--- src/mem_pkg.sv ---
`default_nettype none

package mem_pkg;

	// byte address as seen by the clients and the bus
	typedef logic [31:0] addr_t;

	// one sram word
	typedef logic [63:0] data_t;

	// one enable bit per data byte
	typedef logic [7:0] strb_t;

	// axi-lite response code
	typedef logic [1:0] resp_t;

	// only okay and slave error are ever returned
	localparam resp_t resp_okay   = 2'd0;
	localparam resp_t resp_slverr = 2'd2;

	// bytes per word, byte address to word index
	localparam int word_bytes = 8;

endpackage

`default_nettype wire

--- src/axi_lite_if.sv ---
`timescale 1ns/1ps
`default_nettype none

interface axi_lite_if import mem_pkg::*; ();

	// read address channel
	logic  arvalid;
	logic  arready;
	addr_t araddr;

	// read data channel
	logic  rvalid;
	logic  rready;
	data_t rdata;
	resp_t rresp;

	// write address channel
	logic  awvalid;
	logic  awready;
	addr_t awaddr;

	// write data channel
	logic  wvalid;
	logic  wready;
	data_t wdata;
	strb_t wstrb;

	// write response channel
	logic  bvalid;
	logic  bready;
	resp_t bresp;

	// requester side
	modport master (
		output arvalid, araddr, rready,
		output awvalid, awaddr, wvalid, wdata, wstrb, bready,
		input  arready, rvalid, rdata, rresp,
		input  awready, wready, bvalid, bresp
	);

	// responder side, mirror of master
	modport slave (
		input  arvalid, araddr, rready,
		input  awvalid, awaddr, wvalid, wdata, wstrb, bready,
		output arready, rvalid, rdata, rresp,
		output awready, wready, bvalid, bresp
	);

endinterface

`default_nettype wire

--- src/mem_client_bridge.sv ---
`timescale 1ns/1ps
`default_nettype none

module mem_client_bridge import mem_pkg::*; (
	input  logic      clk,
	input  logic      rst,
	input  logic      req,
	input  logic      we,
	input  addr_t     addr,
	input  data_t     wdata,
	input  strb_t     wstrb,
	output logic      busy,
	output logic      resp_valid,
	output data_t     rdata,
	output logic      err,
	axi_lite_if.master bus
);

	typedef enum logic [1:0] {
		idle,
		addr_phase,
		resp_phase
	} state_t;

	state_t state;

	// captured request
	logic  we_q;
	addr_t addr_q;
	data_t wdata_q;
	strb_t wstrb_q;

	// handshake events
	logic addr_done;
	logic resp_done;

	// aw and w go out together and complete together
	assign addr_done = we_q ? (bus.awvalid && bus.awready && bus.wvalid && bus.wready)
	                        : (bus.arvalid && bus.arready);
	assign resp_done = we_q ? (bus.bvalid && bus.bready)
	                        : (bus.rvalid && bus.rready);

	// only one channel pair is active per transaction
	assign bus.arvalid = (state == addr_phase) && !we_q;
	assign bus.awvalid = (state == addr_phase) && we_q;
	assign bus.wvalid  = (state == addr_phase) && we_q;
	assign bus.araddr  = addr_q;
	assign bus.awaddr  = addr_q;
	assign bus.wdata   = wdata_q;
	assign bus.wstrb   = wstrb_q;

	// always ready for the response once a transfer is under way
	assign bus.rready = (state != idle) && !we_q;
	assign bus.bready = (state != idle) && we_q;

	// low again in the cycle of the result pulse
	assign busy = (state != idle);

	always_ff @(posedge clk) begin
		if (rst) begin
			state      <= idle;
			resp_valid <= 1'b0;
		end else begin
			resp_valid <= 1'b0;
			case (state)
				idle: begin
					if (req) begin
						state <= addr_phase;
					end
				end
				addr_phase: begin
					// waits here while the arbiter holds ready low
					if (addr_done) begin
						state <= resp_phase;
					end
				end
				resp_phase: begin
					if (resp_done) begin
						state      <= idle;
						resp_valid <= 1'b1;
					end
				end
				default: begin
					state <= idle;
				end
			endcase
		end
	end

	// request payload, sampled only from idle
	always_ff @(posedge clk) begin
		if (state == idle && req) begin
			we_q    <= we;
			addr_q  <= addr;
			wdata_q <= wdata;
			wstrb_q <= wstrb;
		end
	end

	// result word and error flag for the pulse
	always_ff @(posedge clk) begin
		if (state == resp_phase && resp_done) begin
			rdata <= we_q ? '0 : bus.rdata;
			err   <= (we_q ? bus.bresp : bus.rresp) == resp_slverr;
		end
	end

	// client must wait for busy to drop
	a_no_req_busy: assert property (@(posedge clk) disable iff (rst) req |-> !busy)
		else $error("bridge: req while busy");

endmodule

`default_nettype wire

--- src/flat_wrapper.sv ---
// flat-port wrapper written by rule: the top's interface ports become plain ports
module mem_client_bridge_flat import mem_pkg::*;
  (clk, rst, req, we, addr, wdata, wstrb, busy, resp_valid, rdata, err, bus_arvalid, bus_araddr, bus_rready, bus_awvalid, bus_awaddr, bus_wvalid, bus_wdata, bus_wstrb, bus_bready, bus_arready, bus_rvalid, bus_rdata, bus_rresp, bus_awready, bus_wready, bus_bvalid, bus_bresp);
  axi_lite_if bus_i ();
  input  logic clk;
  input  logic rst;
  input  logic req;
  input  logic we;
  input  addr_t addr;
  input  data_t wdata;
  input  strb_t wstrb;
  output logic busy;
  output logic resp_valid;
  output data_t rdata;
  output logic err;
  output wire logic [$bits(bus_i.arvalid)-1:0] bus_arvalid;
  output wire logic [$bits(bus_i.araddr)-1:0] bus_araddr;
  output wire logic [$bits(bus_i.rready)-1:0] bus_rready;
  output wire logic [$bits(bus_i.awvalid)-1:0] bus_awvalid;
  output wire logic [$bits(bus_i.awaddr)-1:0] bus_awaddr;
  output wire logic [$bits(bus_i.wvalid)-1:0] bus_wvalid;
  output wire logic [$bits(bus_i.wdata)-1:0] bus_wdata;
  output wire logic [$bits(bus_i.wstrb)-1:0] bus_wstrb;
  output wire logic [$bits(bus_i.bready)-1:0] bus_bready;
  input wire logic [$bits(bus_i.arready)-1:0] bus_arready;
  input wire logic [$bits(bus_i.rvalid)-1:0] bus_rvalid;
  input wire logic [$bits(bus_i.rdata)-1:0] bus_rdata;
  input wire logic [$bits(bus_i.rresp)-1:0] bus_rresp;
  input wire logic [$bits(bus_i.awready)-1:0] bus_awready;
  input wire logic [$bits(bus_i.wready)-1:0] bus_wready;
  input wire logic [$bits(bus_i.bvalid)-1:0] bus_bvalid;
  input wire logic [$bits(bus_i.bresp)-1:0] bus_bresp;
  assign bus_arvalid = bus_i.arvalid;
  assign bus_araddr = bus_i.araddr;
  assign bus_rready = bus_i.rready;
  assign bus_awvalid = bus_i.awvalid;
  assign bus_awaddr = bus_i.awaddr;
  assign bus_wvalid = bus_i.wvalid;
  assign bus_wdata = bus_i.wdata;
  assign bus_wstrb = bus_i.wstrb;
  assign bus_bready = bus_i.bready;
  assign bus_i.arready = bus_arready;
  assign bus_i.rvalid = bus_rvalid;
  assign bus_i.rdata = bus_rdata;
  assign bus_i.rresp = bus_rresp;
  assign bus_i.awready = bus_awready;
  assign bus_i.wready = bus_wready;
  assign bus_i.bvalid = bus_bvalid;
  assign bus_i.bresp = bus_bresp;
  mem_client_bridge u_core (.clk(clk), .rst(rst), .req(req), .we(we), .addr(addr), .wdata(wdata), .wstrb(wstrb), .busy(busy), .resp_valid(resp_valid), .rdata(rdata), .err(err), .bus(bus_i));
endmodule
--- config.mk ---
export PLATFORM = sky130hd
export DESIGN_NAME = mem_client_bridge_flat
export DESIGN_NICKNAME = d
export VERILOG_FILES = /design/src/mem_pkg.sv /design/src/axi_lite_if.sv /design/src/mem_client_bridge.sv /design/src/flat_wrapper.sv
export SDC_FILE = /design/constraint.sdc
export NUM_CORES = 1
export LEC_CHECK = 0
export ABC_AREA = 1
export BUFFER_PORTS_ARGS = -buffer_cell sky130_fd_sc_hd__buf_2
export CORE_AREA = 2 2 151 153
export CTS_BUF_LIST = sky130_fd_sc_hd__clkbuf_8
export DETAILED_ROUTE_END_ITERATION = 7
export DIE_AREA = 0 0 153 155
export HOLD_SLACK_MARGIN = 0.05
export PLACE_DENSITY = 0.58
export SLEW_MARGIN = 20
export SYNTH_ARGS = -nofsm -noshare
export SYNTH_HDL_FRONTEND = slang
export SYNTH_SLANG_ARGS = --single-unit
export TNS_END_PERCENT = 20
--- constraint.sdc ---
create_clock -name clk -period 5 [get_ports clk]
set_input_delay 0.5 -clock clk [delete_from_list [all_inputs] [get_ports clk]]
set_output_delay 0.5 -clock clk [all_outputs]
set_load 0.005 [all_outputs]
==> results.toml <==
[detailed_routing]
drt_iter0_markers = 202
firstDrtPassIters = 4
routedWlPerCell_microns = 16.3
wl_mm = 17.2
via_count = 4155
drcViolationCount = 0
avgViaCountPerCell = 3.95
ant_nets = 0

[placement]
dpl.hpwl_mm = 13.4
port_buffers = 388
gp_congestion = 0.736
place_worst_setup_slack_ns = 2.39

[timing]
final.min_clock_period_ns = 2.55
setup_viol = 0
fin_setup_tns_ns = 0
fmax_mhz = 392
hold_viol = 0
slew_violations = 0
slew_headroom_pct = 38.5
rsz0062_at_grt = "no"
skew_ns = 0.0105
fin_ws_ns = 2.45
tightest_slew_ns = 0.920
holdWs_ns = 0.212
period_share_pct = 51.1

[global_routing]
grt_usage_pct = 14.0
grt_first_pass_wirelength_mm = 24.5
grt_pass1_vias = 4147
overflow = 0
antenna_found_initial = 4
grt_max_degree = 69

[clock_tree]
htree_num_levels = 4
clk_pin_slew_ns = 0.10
cts_resized = 0
cts_setup_buffers = 0
clock_latency_ns = 0.45
clock-root-buffer = "clkbuf_8"
cts_tree = "built"
hold_buffers = 0
clkSinkCount = 173
cts_buffer_depth = 2
cts_buffers = 17

[synthesis]
netlist_instances = 382
synth-xor-area-share_pct = 0
synth_compound_area_share_pct = 0.243
netlist_area_sq_um = 6170
synth_top_family_by_area = "buffers and inverters"
synth_most_common_cell = "edfxtp_1"
synth_edf_count = 170
yosys.area_share.simple_pct = 6.22
synthTopCellsByCount = "edfxtp_1, nor2_1, inv_1"
async_flop_share_pct = 0
yosys.area.top_type = "edfxtp_1"
yosys-top-cells-area = "edfxtp_1, nor2_1, inv_1"
ys_ff_latch = 173
netlist.area_leader.share_pct = 82.7
ys_seq_area_share_pct = 83.7
netlist-cell-type-count = 20
synth_adder_area_share_pct = 0
synthFlopType = "edfxtp_1"
synthMuxAreaShare_pct = 0
ys_warn_count = 0
synth_nets = 563
synth_area_per_cell_sq_um = 16.2

[worst_setup_path]
cpPeakStageDelay_ns = 0.69
critical-path-slowest-cell = "nor2_4"
worstPathRequired_ns = 5.12
critPathLaunchType = "register"
worst_setup_path_end_kind = "register"
crit_path_max_fanout = 33
arrival_ns = 2.67
rr_startpoint = "u_core.we_q"
worstSetupPathType = "register to register"
r2r_slack_ns = 2.45
path_cells = "inv_4 -> nand3_2 -> nand2_2 -> inv_2 -> nor2_4 -> buf_4"
rr_worst_depth = 6
reg2reg_to = "u_core.rdata[30]"

[outcome]
status = "finished, final reports clean"

[final_layout]
nets = 933
final_util_pct = 38.5
area_growth_pct = 38.6
layout-drive-gt1-share_pct = 57.5

[floorplan]
die_y_microns = 155
die-area_sq_um = 23700
io_pins = 389
initial_core_util_pct = 27.8
fp.dieW_microns = 153
core_sq_um = 22200
row_count = 55

[power_and_ir_drop]
power.density_nw_per_um2 = 339
p_total_mw = 2.90
ir_worst_vdd_mv = 0.133
leakage_nw = 3.93

[job]
cap_violations = 0

[min_path]
hold_depth = 1
hold_class = "primary input to register"
min_from = "wdata[4]"
hold_end = "u_core.bus.wdata[4]"
==> cells in the final DEF (no fill, tap or decap), types with 3 or more instances in the layout <==
master      instances
edfxtp_1          170
nor2_1             70
nand2_1             8
inv_1              70
clkinvlp_4          6
dfxtp_1             3
buf_2             388
clkbuf_8           17
inv_8               4
inv_6               4
inv_2               5
buf_4               4
==> per-stage QoR <==
step,instances,instance area (sq um)
after floorplan,382,6170
after global placement,1018,8190
after detailed placement,1018,8190
after CTS,1050,8550
after global routing,1051,8560
final,1052,8560
==> flip-flops by register name (all words and copies together), names as in the netlist <==
signal and cells:
u_core.bus.wdata 64, u_core.rdata 64, u_core.bus.araddr 32, u_core.bus.wstrb 8, u_core.state 2, u_core.err 1, u_core.resp_valid 1, u_core.we_q 1
==> cell type report <==
| cell class | count | area, sq um |
|---|---|---|
| fill | 2171 | 13700 |
| sequential | 173 | 5160 |
| timing repair buffer | 392 | 1970 |
| multi-input combinational | 92 | 407 |
| tap | 285 | 357 |
| inverter | 76 | 290 |
| clock buffer | 17 | 234 |
| clock inverter | 15 | 129 |
| antenna | 2 | 5.00 |
==> metal layers <==
metal	GRT usage (%)	wire, microns	vias to the layer above
met3	5.32	1500	19
met2	24.8	8880	221
met1	15.6	6560	1940
li1	-	-	1971
met4	4.41	195	4
met5	0	27	-
==> critical path: cells and delay by family (launching register included) <==
family / cells / cell delay (ns)
buffers and inverters: 3 / 0.72
AND/OR/NAND/NOR: 3 / 0.85
flip-flops: 1 / 0.63
==> worst max path at each step <==
stage,end,start,slack [ns],depth (start not counted)
after floorplan,u_core.err,u_core.we_q,1.01,6
after detailed placement,u_core.rdata[42],u_core.we_q,2.39,6
after global routing,u_core.rdata[39],u_core.we_q,2.18,6
final,u_core.rdata[30],u_core.we_q,2.45,6
after global placement,u_core.rdata[42],u_core.we_q,2.43,6
after CTS,u_core.rdata[30],u_core.we_q,2.36,6
==> cells by family (layout without fill, tap and decap cells) <==
logic type / Yosys count / after routing
other: 0 / 2
DFF: 173 / 173
and+or+nand+nor: 90 / 90
buffers and inverters: 117 / 500
AOI/OAI and AO/OA: 2 / 2
==> power by group <==
group	total (mW)	internal [mW]	switching, mW
combinational	0.265	0.122	0.144
clock	0.930	0.361	0.569
sequential	1.71	1.68	0.0247
total	2.90	2.16	0.738
Power figures use the tool's default switching activity.
