===== src/mem_pkg.sv =====
`default_nettype none

package mem_pkg;

	// byte address as seen by the clients and the bus
	typedef logic [31:0] addr_t;

	// one sram word
	typedef logic [63:0] data_t;

	// one enable bit per data byte
	typedef logic [7:0] strb_t;

	// axi-lite response code
	typedef logic [1:0] resp_t;

	// only okay and slave error are ever returned
	localparam resp_t resp_okay   = 2'd0;
	localparam resp_t resp_slverr = 2'd2;

	// bytes per word, byte address to word index
	localparam int word_bytes = 8;

endpackage

`default_nettype wire


===== src/axi_lite_if.sv =====
`timescale 1ns/1ps
`default_nettype none

interface axi_lite_if import mem_pkg::*; ();

	// read address channel
	logic  arvalid;
	logic  arready;
	addr_t araddr;

	// read data channel
	logic  rvalid;
	logic  rready;
	data_t rdata;
	resp_t rresp;

	// write address channel
	logic  awvalid;
	logic  awready;
	addr_t awaddr;

	// write data channel
	logic  wvalid;
	logic  wready;
	data_t wdata;
	strb_t wstrb;

	// write response channel
	logic  bvalid;
	logic  bready;
	resp_t bresp;

	// requester side
	modport master (
		output arvalid, araddr, rready,
		output awvalid, awaddr, wvalid, wdata, wstrb, bready,
		input  arready, rvalid, rdata, rresp,
		input  awready, wready, bvalid, bresp
	);

	// responder side, mirror of master
	modport slave (
		input  arvalid, araddr, rready,
		input  awvalid, awaddr, wvalid, wdata, wstrb, bready,
		output arready, rvalid, rdata, rresp,
		output awready, wready, bvalid, bresp
	);

endinterface

`default_nettype wire


===== src/axi_rr_arbiter.sv =====
`timescale 1ns/1ps
`default_nettype none

module axi_rr_arbiter (
	input  logic       clk,
	input  logic       rst,
	axi_lite_if.slave  m_a,
	axi_lite_if.slave  m_b,
	axi_lite_if.master s
);

	// registered grant with bit 0 for a and bit 1 for b
	logic [1:0] gnt;

	// bus held by a bridge until its response completes
	logic owned;

	// b was the last bridge granted
	logic last_b;

	logic req_a;
	logic req_b;
	logic pick_a;
	logic pick_b;
	logic sel_a;
	logic sel_b;
	logic rel;

	// a request is any address valid
	assign req_a = m_a.arvalid || m_a.awvalid;
	assign req_b = m_b.arvalid || m_b.awvalid;

	// round robin on a tie
	assign pick_a = req_a && (!req_b || last_b);
	assign pick_b = req_b && !pick_a;

	// free bus routes in the request cycle itself
	assign sel_a = owned ? gnt[0] : pick_a;
	assign sel_b = owned ? gnt[1] : pick_b;

	// owner's response handshake frees the bus
	assign rel = owned && ((s.rvalid && s.rready) || (s.bvalid && s.bready));

	// request channels to the sram
	assign s.arvalid = (sel_a && m_a.arvalid) || (sel_b && m_b.arvalid);
	assign s.araddr  = sel_b ? m_b.araddr : m_a.araddr;
	assign s.rready  = (sel_a && m_a.rready) || (sel_b && m_b.rready);
	assign s.awvalid = (sel_a && m_a.awvalid) || (sel_b && m_b.awvalid);
	assign s.awaddr  = sel_b ? m_b.awaddr : m_a.awaddr;
	assign s.wvalid  = (sel_a && m_a.wvalid) || (sel_b && m_b.wvalid);
	assign s.wdata   = sel_b ? m_b.wdata : m_a.wdata;
	assign s.wstrb   = sel_b ? m_b.wstrb : m_a.wstrb;
	assign s.bready  = (sel_a && m_a.bready) || (sel_b && m_b.bready);

	// back to bridge a and zero when not granted
	assign m_a.arready = sel_a && s.arready;
	assign m_a.rvalid  = sel_a && s.rvalid;
	assign m_a.rdata   = sel_a ? s.rdata : '0;
	assign m_a.rresp   = sel_a ? s.rresp : '0;
	assign m_a.awready = sel_a && s.awready;
	assign m_a.wready  = sel_a && s.wready;
	assign m_a.bvalid  = sel_a && s.bvalid;
	assign m_a.bresp   = sel_a ? s.bresp : '0;

	// back to bridge b
	assign m_b.arready = sel_b && s.arready;
	assign m_b.rvalid  = sel_b && s.rvalid;
	assign m_b.rdata   = sel_b ? s.rdata : '0;
	assign m_b.rresp   = sel_b ? s.rresp : '0;
	assign m_b.awready = sel_b && s.awready;
	assign m_b.wready  = sel_b && s.wready;
	assign m_b.bvalid  = sel_b && s.bvalid;
	assign m_b.bresp   = sel_b ? s.bresp : '0;

	always_ff @(posedge clk) begin
		if (rst) begin
			gnt    <= 2'b00;
			owned  <= 1'b0;
			// a wins the first tie
			last_b <= 1'b1;
		end else if (!owned) begin
			if (pick_a || pick_b) begin
				gnt    <= {pick_b, pick_a};
				owned  <= 1'b1;
				last_b <= pick_b;
			end
		end else if (rel) begin
			gnt   <= 2'b00;
			owned <= 1'b0;
		end
	end

	a_one_owner: assert property (@(posedge clk) disable iff (rst) !(sel_a && sel_b))
		else $error("arbiter: both bridges selected");

	// sram response must stay with the bridge that issued it
	a_gnt_hold: assert property (@(posedge clk) disable iff (rst)
		(s.rvalid || s.bvalid) |-> owned && $onehot(gnt))
		else $error("arbiter: response pending with no grant held");

endmodule

`default_nettype wire


===== src/flat_wrapper.sv =====
// flat-port wrapper written by rule: the top's interface ports become plain ports
module axi_rr_arbiter_flat 
  (clk, rst, m_a_arvalid, m_a_araddr, m_a_rready, m_a_awvalid, m_a_awaddr, m_a_wvalid, m_a_wdata, m_a_wstrb, m_a_bready, m_a_arready, m_a_rvalid, m_a_rdata, m_a_rresp, m_a_awready, m_a_wready, m_a_bvalid, m_a_bresp, m_b_arvalid, m_b_araddr, m_b_rready, m_b_awvalid, m_b_awaddr, m_b_wvalid, m_b_wdata, m_b_wstrb, m_b_bready, m_b_arready, m_b_rvalid, m_b_rdata, m_b_rresp, m_b_awready, m_b_wready, m_b_bvalid, m_b_bresp, s_arvalid, s_araddr, s_rready, s_awvalid, s_awaddr, s_wvalid, s_wdata, s_wstrb, s_bready, s_arready, s_rvalid, s_rdata, s_rresp, s_awready, s_wready, s_bvalid, s_bresp);
  axi_lite_if m_a_i ();
  axi_lite_if m_b_i ();
  axi_lite_if s_i ();
  input  logic clk;
  input  logic rst;
  input wire logic [$bits(m_a_i.arvalid)-1:0] m_a_arvalid;
  input wire logic [$bits(m_a_i.araddr)-1:0] m_a_araddr;
  input wire logic [$bits(m_a_i.rready)-1:0] m_a_rready;
  input wire logic [$bits(m_a_i.awvalid)-1:0] m_a_awvalid;
  input wire logic [$bits(m_a_i.awaddr)-1:0] m_a_awaddr;
  input wire logic [$bits(m_a_i.wvalid)-1:0] m_a_wvalid;
  input wire logic [$bits(m_a_i.wdata)-1:0] m_a_wdata;
  input wire logic [$bits(m_a_i.wstrb)-1:0] m_a_wstrb;
  input wire logic [$bits(m_a_i.bready)-1:0] m_a_bready;
  output wire logic [$bits(m_a_i.arready)-1:0] m_a_arready;
  output wire logic [$bits(m_a_i.rvalid)-1:0] m_a_rvalid;
  output wire logic [$bits(m_a_i.rdata)-1:0] m_a_rdata;
  output wire logic [$bits(m_a_i.rresp)-1:0] m_a_rresp;
  output wire logic [$bits(m_a_i.awready)-1:0] m_a_awready;
  output wire logic [$bits(m_a_i.wready)-1:0] m_a_wready;
  output wire logic [$bits(m_a_i.bvalid)-1:0] m_a_bvalid;
  output wire logic [$bits(m_a_i.bresp)-1:0] m_a_bresp;
  input wire logic [$bits(m_b_i.arvalid)-1:0] m_b_arvalid;
  input wire logic [$bits(m_b_i.araddr)-1:0] m_b_araddr;
  input wire logic [$bits(m_b_i.rready)-1:0] m_b_rready;
  input wire logic [$bits(m_b_i.awvalid)-1:0] m_b_awvalid;
  input wire logic [$bits(m_b_i.awaddr)-1:0] m_b_awaddr;
  input wire logic [$bits(m_b_i.wvalid)-1:0] m_b_wvalid;
  input wire logic [$bits(m_b_i.wdata)-1:0] m_b_wdata;
  input wire logic [$bits(m_b_i.wstrb)-1:0] m_b_wstrb;
  input wire logic [$bits(m_b_i.bready)-1:0] m_b_bready;
  output wire logic [$bits(m_b_i.arready)-1:0] m_b_arready;
  output wire logic [$bits(m_b_i.rvalid)-1:0] m_b_rvalid;
  output wire logic [$bits(m_b_i.rdata)-1:0] m_b_rdata;
  output wire logic [$bits(m_b_i.rresp)-1:0] m_b_rresp;
  output wire logic [$bits(m_b_i.awready)-1:0] m_b_awready;
  output wire logic [$bits(m_b_i.wready)-1:0] m_b_wready;
  output wire logic [$bits(m_b_i.bvalid)-1:0] m_b_bvalid;
  output wire logic [$bits(m_b_i.bresp)-1:0] m_b_bresp;
  output wire logic [$bits(s_i.arvalid)-1:0] s_arvalid;
  output wire logic [$bits(s_i.araddr)-1:0] s_araddr;
  output wire logic [$bits(s_i.rready)-1:0] s_rready;
  output wire logic [$bits(s_i.awvalid)-1:0] s_awvalid;
  output wire logic [$bits(s_i.awaddr)-1:0] s_awaddr;
  output wire logic [$bits(s_i.wvalid)-1:0] s_wvalid;
  output wire logic [$bits(s_i.wdata)-1:0] s_wdata;
  output wire logic [$bits(s_i.wstrb)-1:0] s_wstrb;
  output wire logic [$bits(s_i.bready)-1:0] s_bready;
  input wire logic [$bits(s_i.arready)-1:0] s_arready;
  input wire logic [$bits(s_i.rvalid)-1:0] s_rvalid;
  input wire logic [$bits(s_i.rdata)-1:0] s_rdata;
  input wire logic [$bits(s_i.rresp)-1:0] s_rresp;
  input wire logic [$bits(s_i.awready)-1:0] s_awready;
  input wire logic [$bits(s_i.wready)-1:0] s_wready;
  input wire logic [$bits(s_i.bvalid)-1:0] s_bvalid;
  input wire logic [$bits(s_i.bresp)-1:0] s_bresp;
  assign m_a_i.arvalid = m_a_arvalid;
  assign m_a_i.araddr = m_a_araddr;
  assign m_a_i.rready = m_a_rready;
  assign m_a_i.awvalid = m_a_awvalid;
  assign m_a_i.awaddr = m_a_awaddr;
  assign m_a_i.wvalid = m_a_wvalid;
  assign m_a_i.wdata = m_a_wdata;
  assign m_a_i.wstrb = m_a_wstrb;
  assign m_a_i.bready = m_a_bready;
  assign m_a_arready = m_a_i.arready;
  assign m_a_rvalid = m_a_i.rvalid;
  assign m_a_rdata = m_a_i.rdata;
  assign m_a_rresp = m_a_i.rresp;
  assign m_a_awready = m_a_i.awready;
  assign m_a_wready = m_a_i.wready;
  assign m_a_bvalid = m_a_i.bvalid;
  assign m_a_bresp = m_a_i.bresp;
  assign m_b_i.arvalid = m_b_arvalid;
  assign m_b_i.araddr = m_b_araddr;
  assign m_b_i.rready = m_b_rready;
  assign m_b_i.awvalid = m_b_awvalid;
  assign m_b_i.awaddr = m_b_awaddr;
  assign m_b_i.wvalid = m_b_wvalid;
  assign m_b_i.wdata = m_b_wdata;
  assign m_b_i.wstrb = m_b_wstrb;
  assign m_b_i.bready = m_b_bready;
  assign m_b_arready = m_b_i.arready;
  assign m_b_rvalid = m_b_i.rvalid;
  assign m_b_rdata = m_b_i.rdata;
  assign m_b_rresp = m_b_i.rresp;
  assign m_b_awready = m_b_i.awready;
  assign m_b_wready = m_b_i.wready;
  assign m_b_bvalid = m_b_i.bvalid;
  assign m_b_bresp = m_b_i.bresp;
  assign s_arvalid = s_i.arvalid;
  assign s_araddr = s_i.araddr;
  assign s_rready = s_i.rready;
  assign s_awvalid = s_i.awvalid;
  assign s_awaddr = s_i.awaddr;
  assign s_wvalid = s_i.wvalid;
  assign s_wdata = s_i.wdata;
  assign s_wstrb = s_i.wstrb;
  assign s_bready = s_i.bready;
  assign s_i.arready = s_arready;
  assign s_i.rvalid = s_rvalid;
  assign s_i.rdata = s_rdata;
  assign s_i.rresp = s_rresp;
  assign s_i.awready = s_awready;
  assign s_i.wready = s_wready;
  assign s_i.bvalid = s_bvalid;
  assign s_i.bresp = s_bresp;
  axi_rr_arbiter u_core (.clk(clk), .rst(rst), .m_a(m_a_i), .m_b(m_b_i), .s(s_i));
endmodule

===== config.mk =====
export PLATFORM = sky130hd
export DESIGN_NAME = axi_rr_arbiter_flat
export DESIGN_NICKNAME = d
export VERILOG_FILES = /design/src/mem_pkg.sv /design/src/axi_lite_if.sv /design/src/axi_rr_arbiter.sv /design/src/flat_wrapper.sv
export SDC_FILE = /design/constraint.sdc
export NUM_CORES = 1
export LEC_CHECK = 0
export ABC_AREA = 1
export BUFFER_PORTS_ARGS = -buffer_cell sky130_fd_sc_hd__buf_4
export CAP_MARGIN = 0
export CORE_AREA = 8 8 242 244
export DETAILED_ROUTE_END_ITERATION = 8
export DIE_AREA = 0 0 250 252
export GPL_ROUTABILITY_DRIVEN = 0
export PLACE_DENSITY_LB_ADDON = 0.1
export SETUP_SLACK_MARGIN = 0.05
export SLEW_MARGIN = 20
export SYNTH_ARGS = -nofsm -noshare
export SYNTH_HDL_FRONTEND = slang
export SYNTH_SLANG_ARGS = --single-unit

===== constraint.sdc =====
create_clock -name clk -period 1.57 [get_ports clk]
set_input_delay 0.157 -clock clk [delete_from_list [all_inputs] [get_ports clk]]
set_output_delay 0.157 -clock clk [all_outputs]
set_load 0.005 [all_outputs]

==> metrics.txt, run 1 <==
Worst Path Required=approximately 1.4 ns; initial antenna violation count=3; hpwl dp=32390 µm; Finished Layout Cells=roughly 2100; All-Layer GR Usage=10.95%; I/O pins=644; Port Buffer Count=643; RSZ-0062 raised after global routing=yes; pre-CTS setup slack=-0.07859 ns; power after layout=6.062 mW; reg-to-reg slack, setup=0.11 ns; largest family of logic cells by synthesized area=simple AND/OR/NAND/NOR gates; Core Box Area=54660 µm²; period utilization=110.8%; vias per cell=between 3 and 4; RR Startpoint=u_core.owned$_SDFF_PP0_; drt pass-1 iters=5; dpl cell area=approximately 9000 µm²; clk buf depth=2; XOR/XNOR Fraction of Synth Area=0%; Inserted Clock Buffers=3; simple-gate area share of the yosys netlist=77.05%; total number of vias=6790; TritonCTS clock tree=yes; outcome=complete, but fails checks; Final ANT Viol Nets=0; Final Cell Area=10990 µm²; CTS Root Cell=clkbuf_16; WL/cell=18.00 µm; Crit Path Category=flop to output pin; largest net degree at the start of global routing=20; vias in the first global route=between 7000 and 8000; Worst Hold Slack=0.1219 ns; leading post-synthesis cells by cell area=nand2_1, nor2_1, inv_1; final setup fails=between 200 and 300; number of synthesized flops with an enable pin=0; worst setup path endpoint=s_awaddr[26]; Top FF cell, synth=dfxtp_1; CP arrival=1.58 ns; Distinct cells, synth=19; pins over their slew limit=0; async set-or-reset flop fraction in the synthesized netlist=0%; post-synthesis compound-gate area fraction=1.739%; post-synthesis sequential area ratio=2.715%; min Tclk post-route=around 1.7 ns; top cells by count, synth=nand2_1, nor2_1, inv_1; # placed instances=2071; failing checks=negative setup slack; maximum vdd drop=217.1 µV; starting density of the core=5.395%; die width=250 µm; count leader, synth=nand2_1; global route overflow=0; clk_lat worst skew=0.22 ns; cell area after synthesis=between 2000 and 3000 µm²; clk slew on worst S/H paths=0.03 ns; Worst Hold Class=input pin to flop; Reg2Reg Depth=11; final hold vios=0; crit-path max FO=9; post-synthesis mux area share=0%; first-pass GRT wire length=51890 µm; drt total wl=37830 µm; # clock sinks=4; setup ws final=-0.1701 ns; Pwr Density=551.4 nW/µm²; nets@finish=~1800; Iteration-0 DRC Markers=132; Max Cap Viol=0; ant diodes=0; Synth Area in Adders=0%; synth warn=0; area share of the largest cell type after synthesis=53.59%; DRC=0; Die Area=63000 µm²; fillcell total=6333; Leak=6.125 nW; num rows=between 80 and 90; Synthesized Nets=about 1100; Fmax achieved=0.5747 GHz; Critical R2R Capture=u_core.gnt[1]$_SDFFE_PP0P_; normalized max-slew margin=80.51%; worst slew pin tran=0.2913 ns; number of H-tree levels=1; layout cells sized above 1=66.57%; Yosys top cell by area=nand2_1; skew final=0.0007852 ns; post-synthesis cell count=713; Critical Path Start Type=flop; Crit. Startpoint=u_core.owned$_SDFF_PP0_; Setup TNS Final=-22.20 ns; utilization after layout=between 20% and 30%; Synth Area per Inst=4.136 µm²; flops & latches, synth=4; Layout Area Growth over Synthesis=272.8%; Setup crit end kind=output pin; Die Ht=~250 µm
[layer usage]
metal / track usage, % / wire length [µm]
met1: 10.64 / 13060
met2: 22.27 / 20810
met3: 4.044 / 3619
met4: 1.297 / 336
met5: 0 / 0
[critical path, stage by stage (launching register included)]
cell	delay [ns]
dfxtp_4	0.35
nand2_1	0.16
nand2_8	0.14
inv_16	0.14
buf_16	0.17
buf_12	0.15
nand2_1	0.05
nand2_1	0.08
buf_6	0.10
[cell type report]
cell class	instances	area (µm²)	share of cell area, %
multi-input combinational	588	3089	28.10
timing repair buffer	725	6541	59.50
timing repair inverter	1	20.02	0.1821
tap	704	880.8	8.013
clock buffer	3	75.07	0.6829
sequential	4	85.08	0.7740
inverter	76	301.5	2.743
[flip-flops by register name (all words and copies together), names as in the netlist]
| register | flops |
|---|---|
| u_core.gnt | 2 |
| u_core.last_b | 1 |
| u_core.owned | 1 |
[how the worst min path moves through the flow]
stage | startpoint | end | slack, ns | cells after the start
2_1_floorplan | rst | u_core.gnt[0]$_SDFFE_PP0P_ | 0.23 | 1
3_3_place_gp | rst | u_core.gnt[0]$_SDFFE_PP0P_ | 0.35 | 2
3_5_place_dp | rst | u_core.gnt[1]$_SDFFE_PP0P_ | 0.35 | 2
4_1_cts | rst | u_core.owned$_SDFF_PP0_ | 0.12 | 2
5_1_grt | rst | u_core.owned$_SDFF_PP0_ | 0.13 | 2
6_report | rst | u_core.owned$_SDFF_PP0_ | 0.12 | 2
[cells by family (layout without fill, tap and decap cells)]
group                  Yosys count  count (layout)
AOI/OAI and AO/OA                8               8
buffers and inverters          121             805
DFF                              4               4
and+or+nand+nor                580             580
[layout by cell type (no fill, tap or decap), types with 9 or more instances in the layout]
cell type and instances:
nand2_1 301, nor2_1 79, buf_8 15, buf_6 102
buf_12 19, inv_1 74, buf_16 13, buf_4 570
nor2_2 33, nand2_4 30, nor2_4 39, nand2_2 93
clkbuf_16 9
[what timing repair did]
action                                  CTS  global route
pin swaps                                18            13
endpoints found under the setup margin  277           290
resized for setup                       358            51
cloned                                   12             6
setup buffers                            10             1
hold buffers                              0             0
[power by group]
part	leakage [nW]	switching, mW	internal [mW]	total (mW)
logic	6.05	2.45	3.09	5.55
registers	0.0336	0.0110	0.114	0.125
clock network	0.0370	0.0652	0.325	0.390
Power figures use the tool's default switching activity.
==> run 2, diff against run 1 <==
SKIP_LAST_GASP = 1   (was unset)
clock period = 2 ns   (was 1.57 ns; I/O delays follow)
==> run 2 against run 1 <==
Against the previous run:
- the run now ends clean
- worst hold slack improved by 0.037 ns
- sequential power decreased by 21%
- clock skew about the same
- non-clock buffer count fell by 43
- global-route usage is 0.30 points lower
- sequential cell count did not move
- die area unchanged
- sequential share of layout area rose by 0.12 points
- clock power down 21%
- combinational power shrank 39%
- first-iteration DRC count grew 27%
- largest power group unchanged
- highest routed layer is now met5
==> metrics.txt, run 2 (synthesized netlist as in run 1, its figures left out) <==
die width=250 µm (unchanged); Pwr Density=414.2 nW/µm² (-25%); Max Cap Viol=0 (unchanged); final hold vios=0 (unchanged); nets@finish=1713 (-2.4%); Power Internal=2.131 mW (-40%); vias per cell=3.241 (+0.29%); hold_buf cts=0 (unchanged); Final ANT Viol Nets=0 (unchanged); switch share=43.44% (+1.7 points); slowest CP cell=dfxtp_2; combinational share of power=89.2% (-2.3 points); Port Buffer Count=643 (unchanged); Core Box Area=54660 µm² (unchanged); Max stage delay on crit path=0.35 ns (about the same); pre-CTS setup slack=0.09845 ns (+0.1770 ns); Die Area=63000 µm² (unchanged); Most flops, register=u_core.gnt; CTS Root Cell=clkbuf_16; CP bufs+invs=4 (unchanged); final setup fails=0 (-100%); Crit Path Category=flop to output pin; Largest regs=u_core.gnt x2, u_core.last_b x1, u_core.owned x1; drt pass-1 iters=4 (-1); All-Layer GR Usage=10.65% (-0.30 points); sequential share of power=2.6% (+0.5 points); largest net degree at the start of global routing=33 (+65%); Setup crit end kind=output pin; TritonCTS clock tree=yes; starting density of the core=5.395% (unchanged); I/O pins=644 (unchanged); Setup TNS Final=0 ns (+22.20 ns); hpwl dp=32700 µm (+0.98%); min Tclk post-route=1.837 ns; drt total wl=37380 µm (-1.2%); Inserted Clock Buffers=3 (unchanged); normalized max-slew margin=74.92% (-5.6 points); Critical Path Start Type=flop; utilization after layout=16.64% (-3.5 points); Worst Hold Slack=0.1588 ns (+0.03687 ns); Die Ht=252 µm (unchanged); ant diodes=0 (unchanged); RSZ-0062 raised after global routing=yes; layout cells sized above 1=52.36% (-14 points); first-pass GRT wire length=50460 µm (-2.8%); number of flip-flops in the largest register=2 (unchanged); pins over their slew limit=0 (unchanged); clk slew on worst S/H paths=0.03 ns (about the same); global route overflow=0 (unchanged); Iteration-0 DRC Markers=168 (+27%); most frequent cells in the layout=buf_4, nand2_1, nor2_1; initial antenna violation count=3 (unchanged); total number of vias=6670 (-1.8%); delay-heaviest family, CP=buffers and inverters; vias in the first global route=7265 (-1.3%); # clock sinks=4 (unchanged); fillcell total=6429 (+1.5%); Worst Hold Class=input pin to flop; clk buf depth=2 (unchanged); worst slew pin tran=0.3747 ns (+0.08345 ns); outcome=finished, final reports clean; worst-path cell chain=nor2_4 > nand2_4 > nand2_8 > clkinv_8 > buf_12 > buf_12 > nand2_1 > nand2_1 > buf_4; skew final=0.0007035 ns (-0.00008170 ns); Fmax achieved=0.5444 GHz; number of H-tree levels=1 (unchanged); clk_lat worst skew=0.22 ns (about the same); num rows=86 (unchanged); net switching power=1.636 mW (-35%); maximum vdd drop=160.5 µV (-26%); Clock Power Share=8.1% (+1.7 points); Layout Area Growth over Synthesis=208.4%; period utilization=approximately nine tenths; Worst Path Required=1.80 ns (+0.39 ns); Leak=5.518 nW (-9.9%); crit-path max FO=20 (+11); CP arrival=1.64 ns (+0.06 ns); WL/cell=18.16 µm (+0.87%); commonest non-fill, non-tap cell in the layout=buf_4; DRC=0 (unchanged); setup ws final=0.1631 ns (+0.3332 ns)
run 2: routing by layer:
layer	vias up	share of wire, %	GRT usage [%]
li1	3328	-	-
met1	2881	34	9.734
met2	418	53	21.32
met3	41	10	4.425
met4	2	2.7	2.860
met5	-	0.035	0
run 2: final timing paths:
path / from / to / slack, ns / cells after the start
worst max-delay path: u_core.owned$_SDFF_PP0_ / s_araddr[3] / 0.16 / 9
worst min-delay path: rst / u_core.owned$_SDFF_PP0_ / 0.16 / 2
worst max register to register: u_core.owned$_SDFF_PP0_ / u_core.gnt[1]$_SDFFE_PP0P_ / 0.35 / 11
worst min register to register: u_core.gnt[0]$_SDFFE_PP0P_ / u_core.gnt[0]$_SDFFE_PP0P_ / 0.48 / 2
run 2: power groups by stage:
stage	logic (mW)	registers [mW]	clock network [mW]
floorplan	1.05	0.0953	0
global placement	3.34	0.0976	0
detailed placement	3.31	0.0974	0
CTS	3.42	0.0975	0.312
global route	3.71	0.0999	0.320
finish	3.36	0.0990	0.307
run 2: stage by stage:
| step | instance area [µm²] | power (mW) | std cells |
|---|---|---|---|
| floorplan | 2949 | 1.149 | 713 |
| global placement | 8778 | 3.436 | 2045 |
| detailed placement | 8778 | 3.408 | 2045 |
| CTS | 8974 | 3.827 | 2052 |
| global route | 9095 | 4.132 | 2058 |
| finish | 9095 | 3.767 | 2058 |
run 2: final cells by class:
type                    count  area (µm²)  area share [%]
multi-input cells         588        2361           25.96
repair inverters            1       8.758         0.09630
inverters                  76       300.3           3.302
clock buffers               3       75.07          0.8254
repair buffers            682        5388           59.24
flip-flops and latches      4       81.33          0.8942
well taps                 704       880.8           9.685
run 2: timing repair:
item,in CTS,in global routing
setup endpoints to repair,113,144
gates cloned,2,3
buffers inserted,2,3
gates resized for setup,10,8
pin swaps,0,2
==> run 3, diff against run 2 <==
CORE_AREA = 8 8 246 248   (was 8 8 242 244)
DIE_AREA = 0 0 254 256   (was 0 0 250 252)
RECOVER_POWER = 25   (was unset)
clock period = 2.4 ns   (was 2 ns; I/O delays follow)
==> run 3 against run 2 <==
Against the previous run:
- core utilization down 1.3 points
- final area is 4.0% lower
- die area increased by 3.2%
- critical path depth fell by 1
- sequential cell count did not move
- critical endpoint is now s_wdata[58]
- highest routed layer unchanged
==> metrics.txt, run 3 (synthesized netlist as in run 1, its figures left out) <==
clk slew on worst S/H paths=0.03 ns (about the same); Pwr Density=328.3 nW/µm² (-21%); vias in the first global route=7179 (-1.2%); hold_buf cts=0 (unchanged); # clock sinks=4 (unchanged); commonest non-fill, non-tap cell in the layout=buf_4; pins over their slew limit=0 (unchanged); Worst Hold Class=input pin to flop; most frequent cells in the layout=buf_4, nand2_1, nor2_1; Post-CTS Setup Inserts=0 (-2); Critical Path Start Type=flop; DRC=0 (unchanged); skew final=0.002407 ns (+0.001704 ns); RSZ-0062 raised after global routing=no; Most flops, register=u_core.gnt; maximum vdd drop=159.8 µV (-0.46%); Max Cap Viol=0 (unchanged); Iteration-0 DRC Markers=147 (-13%); worst slew pin tran=0.4722 ns (+0.09744 ns); global route overflow=0 (unchanged); Die Ht=256 µm (+1.6%); initial antenna violation count=5 (+2); first-pass GRT wire length=46690 µm (-7.5%); Resize count post-CTS=0 (-10); die width=254 µm (+1.6%); largest net degree at the start of global routing=62 (+88%); number of flip-flops in the largest register=2 (unchanged); # placed instances=2100 (+2.7%); Layout Area Growth over Synthesis=196.0%; Fmax achieved=0.4596 GHz; WL/cell=16.14 µm (-11%); hpwl dp=30360 µm (-7.2%); Setup crit end kind=output pin; I/O pins=644 (unchanged); clk_lat worst skew=0.22 ns (about the same); CP arrival=1.94 ns (+0.30 ns); All-Layer GR Usage=9.478% (-1.2 points); normalized max-slew margin=68.48% (-6.4 points); nets@finish=1697 (-0.93%); total number of vias=6520 (-2.2%); Setup TNS Final=0 ns (unchanged); num rows=88 (+2.3%); Largest regs=u_core.gnt x2, u_core.last_b x1, u_core.owned x1; clk buf depth=2 (unchanged); drt pass-1 iters=4 (unchanged); drt total wl=33990 µm (-9.1%); Leak=5.243 nW (-5.0%); Core Box Area=56810 µm² (+3.9%); Port Buffer Count=643 (unchanged); layout cells sized above 1=49.25% (-3.1 points); Inserted Clock Buffers=3 (unchanged); utilization after layout=15.36% (-1.3 points); TritonCTS clock tree=yes; final hold vios=0 (unchanged); Crit Path Category=flop to output pin; Final ANT Viol Nets=0 (unchanged); CTS Root Cell=clkbuf_16; final setup fails=0 (unchanged); Die Area=65020 µm² (+3.2%); outcome=finished, final reports clean; crit-path max FO=44 (+120%); period utilization=90.66%; number of H-tree levels=1 (unchanged); min Tclk post-route=around 2.2 ns; starting density of the core=5.191% (-0.20 points); Finished Layout Cells=2105 (+2.3%); Worst Path Required=2.16 ns (+0.36 ns); vias per cell=3.097 (-4.4%)
-- run 3: cell count changes in the layout (fill, tap and decap cells not counted), moves of 2 or more --
cell | before | now
buf_4 | 664 | 602
clkbuf_4 | 0 | 30
clkbuf_1 | 0 | 25
nand2_1 | 417 | 423
buf_16 | 5 | 0
nand2_2 | 6 | 1
clkbuf_16 | 5 | 3
clkbuf_2 | 0 | 2
diode_2 | 0 | 2
-- run 3: worst paths after layout --
path	from	to	slack, ns	cells after the start
worst max-delay path	u_core.owned$_SDFF_PP0_	s_wdata[58]	0.22	8
worst min-delay path	rst	u_core.owned$_SDFF_PP0_	0.21	2
worst max register to register	u_core.owned$_SDFF_PP0_	u_core.gnt[1]$_SDFFE_PP0P_	0.44	12
worst min register to register	u_core.gnt[1]$_SDFFE_PP0P_	u_core.gnt[1]$_SDFFE_PP0P_	0.47	2
-- run 3: critical path, stage by stage, from the launching register on --
cell,delay (ns)
dfxtp_1,0.42
nor2_1,0.09
nand2_1,0.15
nand2_4,0.09
inv_6,0.20
buf_6,0.35
nand2_1,0.16
nand2_1,0.09
buf_4,0.11
-- run 3: per-layer routing --
metal,global-route usage (%),vias to the layer above,wire (µm)
met5,0,-,23
met4,1.843,4,601
met3,4.274,34,4204
met2,19.59,416,18640
met1,8.064,2774,10520
li1,-,3292,-
-- run 3: power breakdown --
group          switching (mW)  total [mW]  internal, mW
Combinational            1.22        2.52          1.31
Clock                  0.0481       0.261         0.213
Sequential            0.00599      0.0801        0.0741
Total                    1.27        2.87          1.59
-- run 3: layout make-up --
class	instances	area, µm²
antenna	2	5.005
fill	6751	48090
sequential	4	80.08
inverter	76	290.3
tap	765	957.2
timing repair buffer	667	5000
clock buffer	3	75.07
multi-input combinational	588	2321
-- run 3: metrics by stage --
| stage | power (mW) | cell area [µm²] | hold slack, ns | setup slack [ns] |
|---|---|---|---|---|
| finish | 2.865 | 8728 | 0.2095 | 0.2241 |
| global route | 3.160 | 8728 | 0.2083 | 0.03334 |
| CTS | 3.041 | 8851 | 0.2072 | 0.1837 |
| detailed placement | 2.769 | 8776 | 0.4420 | 0.4288 |
| global placement | 2.804 | 8776 | 0.4504 | 0.4454 |
| floorplan | 0.9572 | 2949 | 0.3091 | 0.9873 |
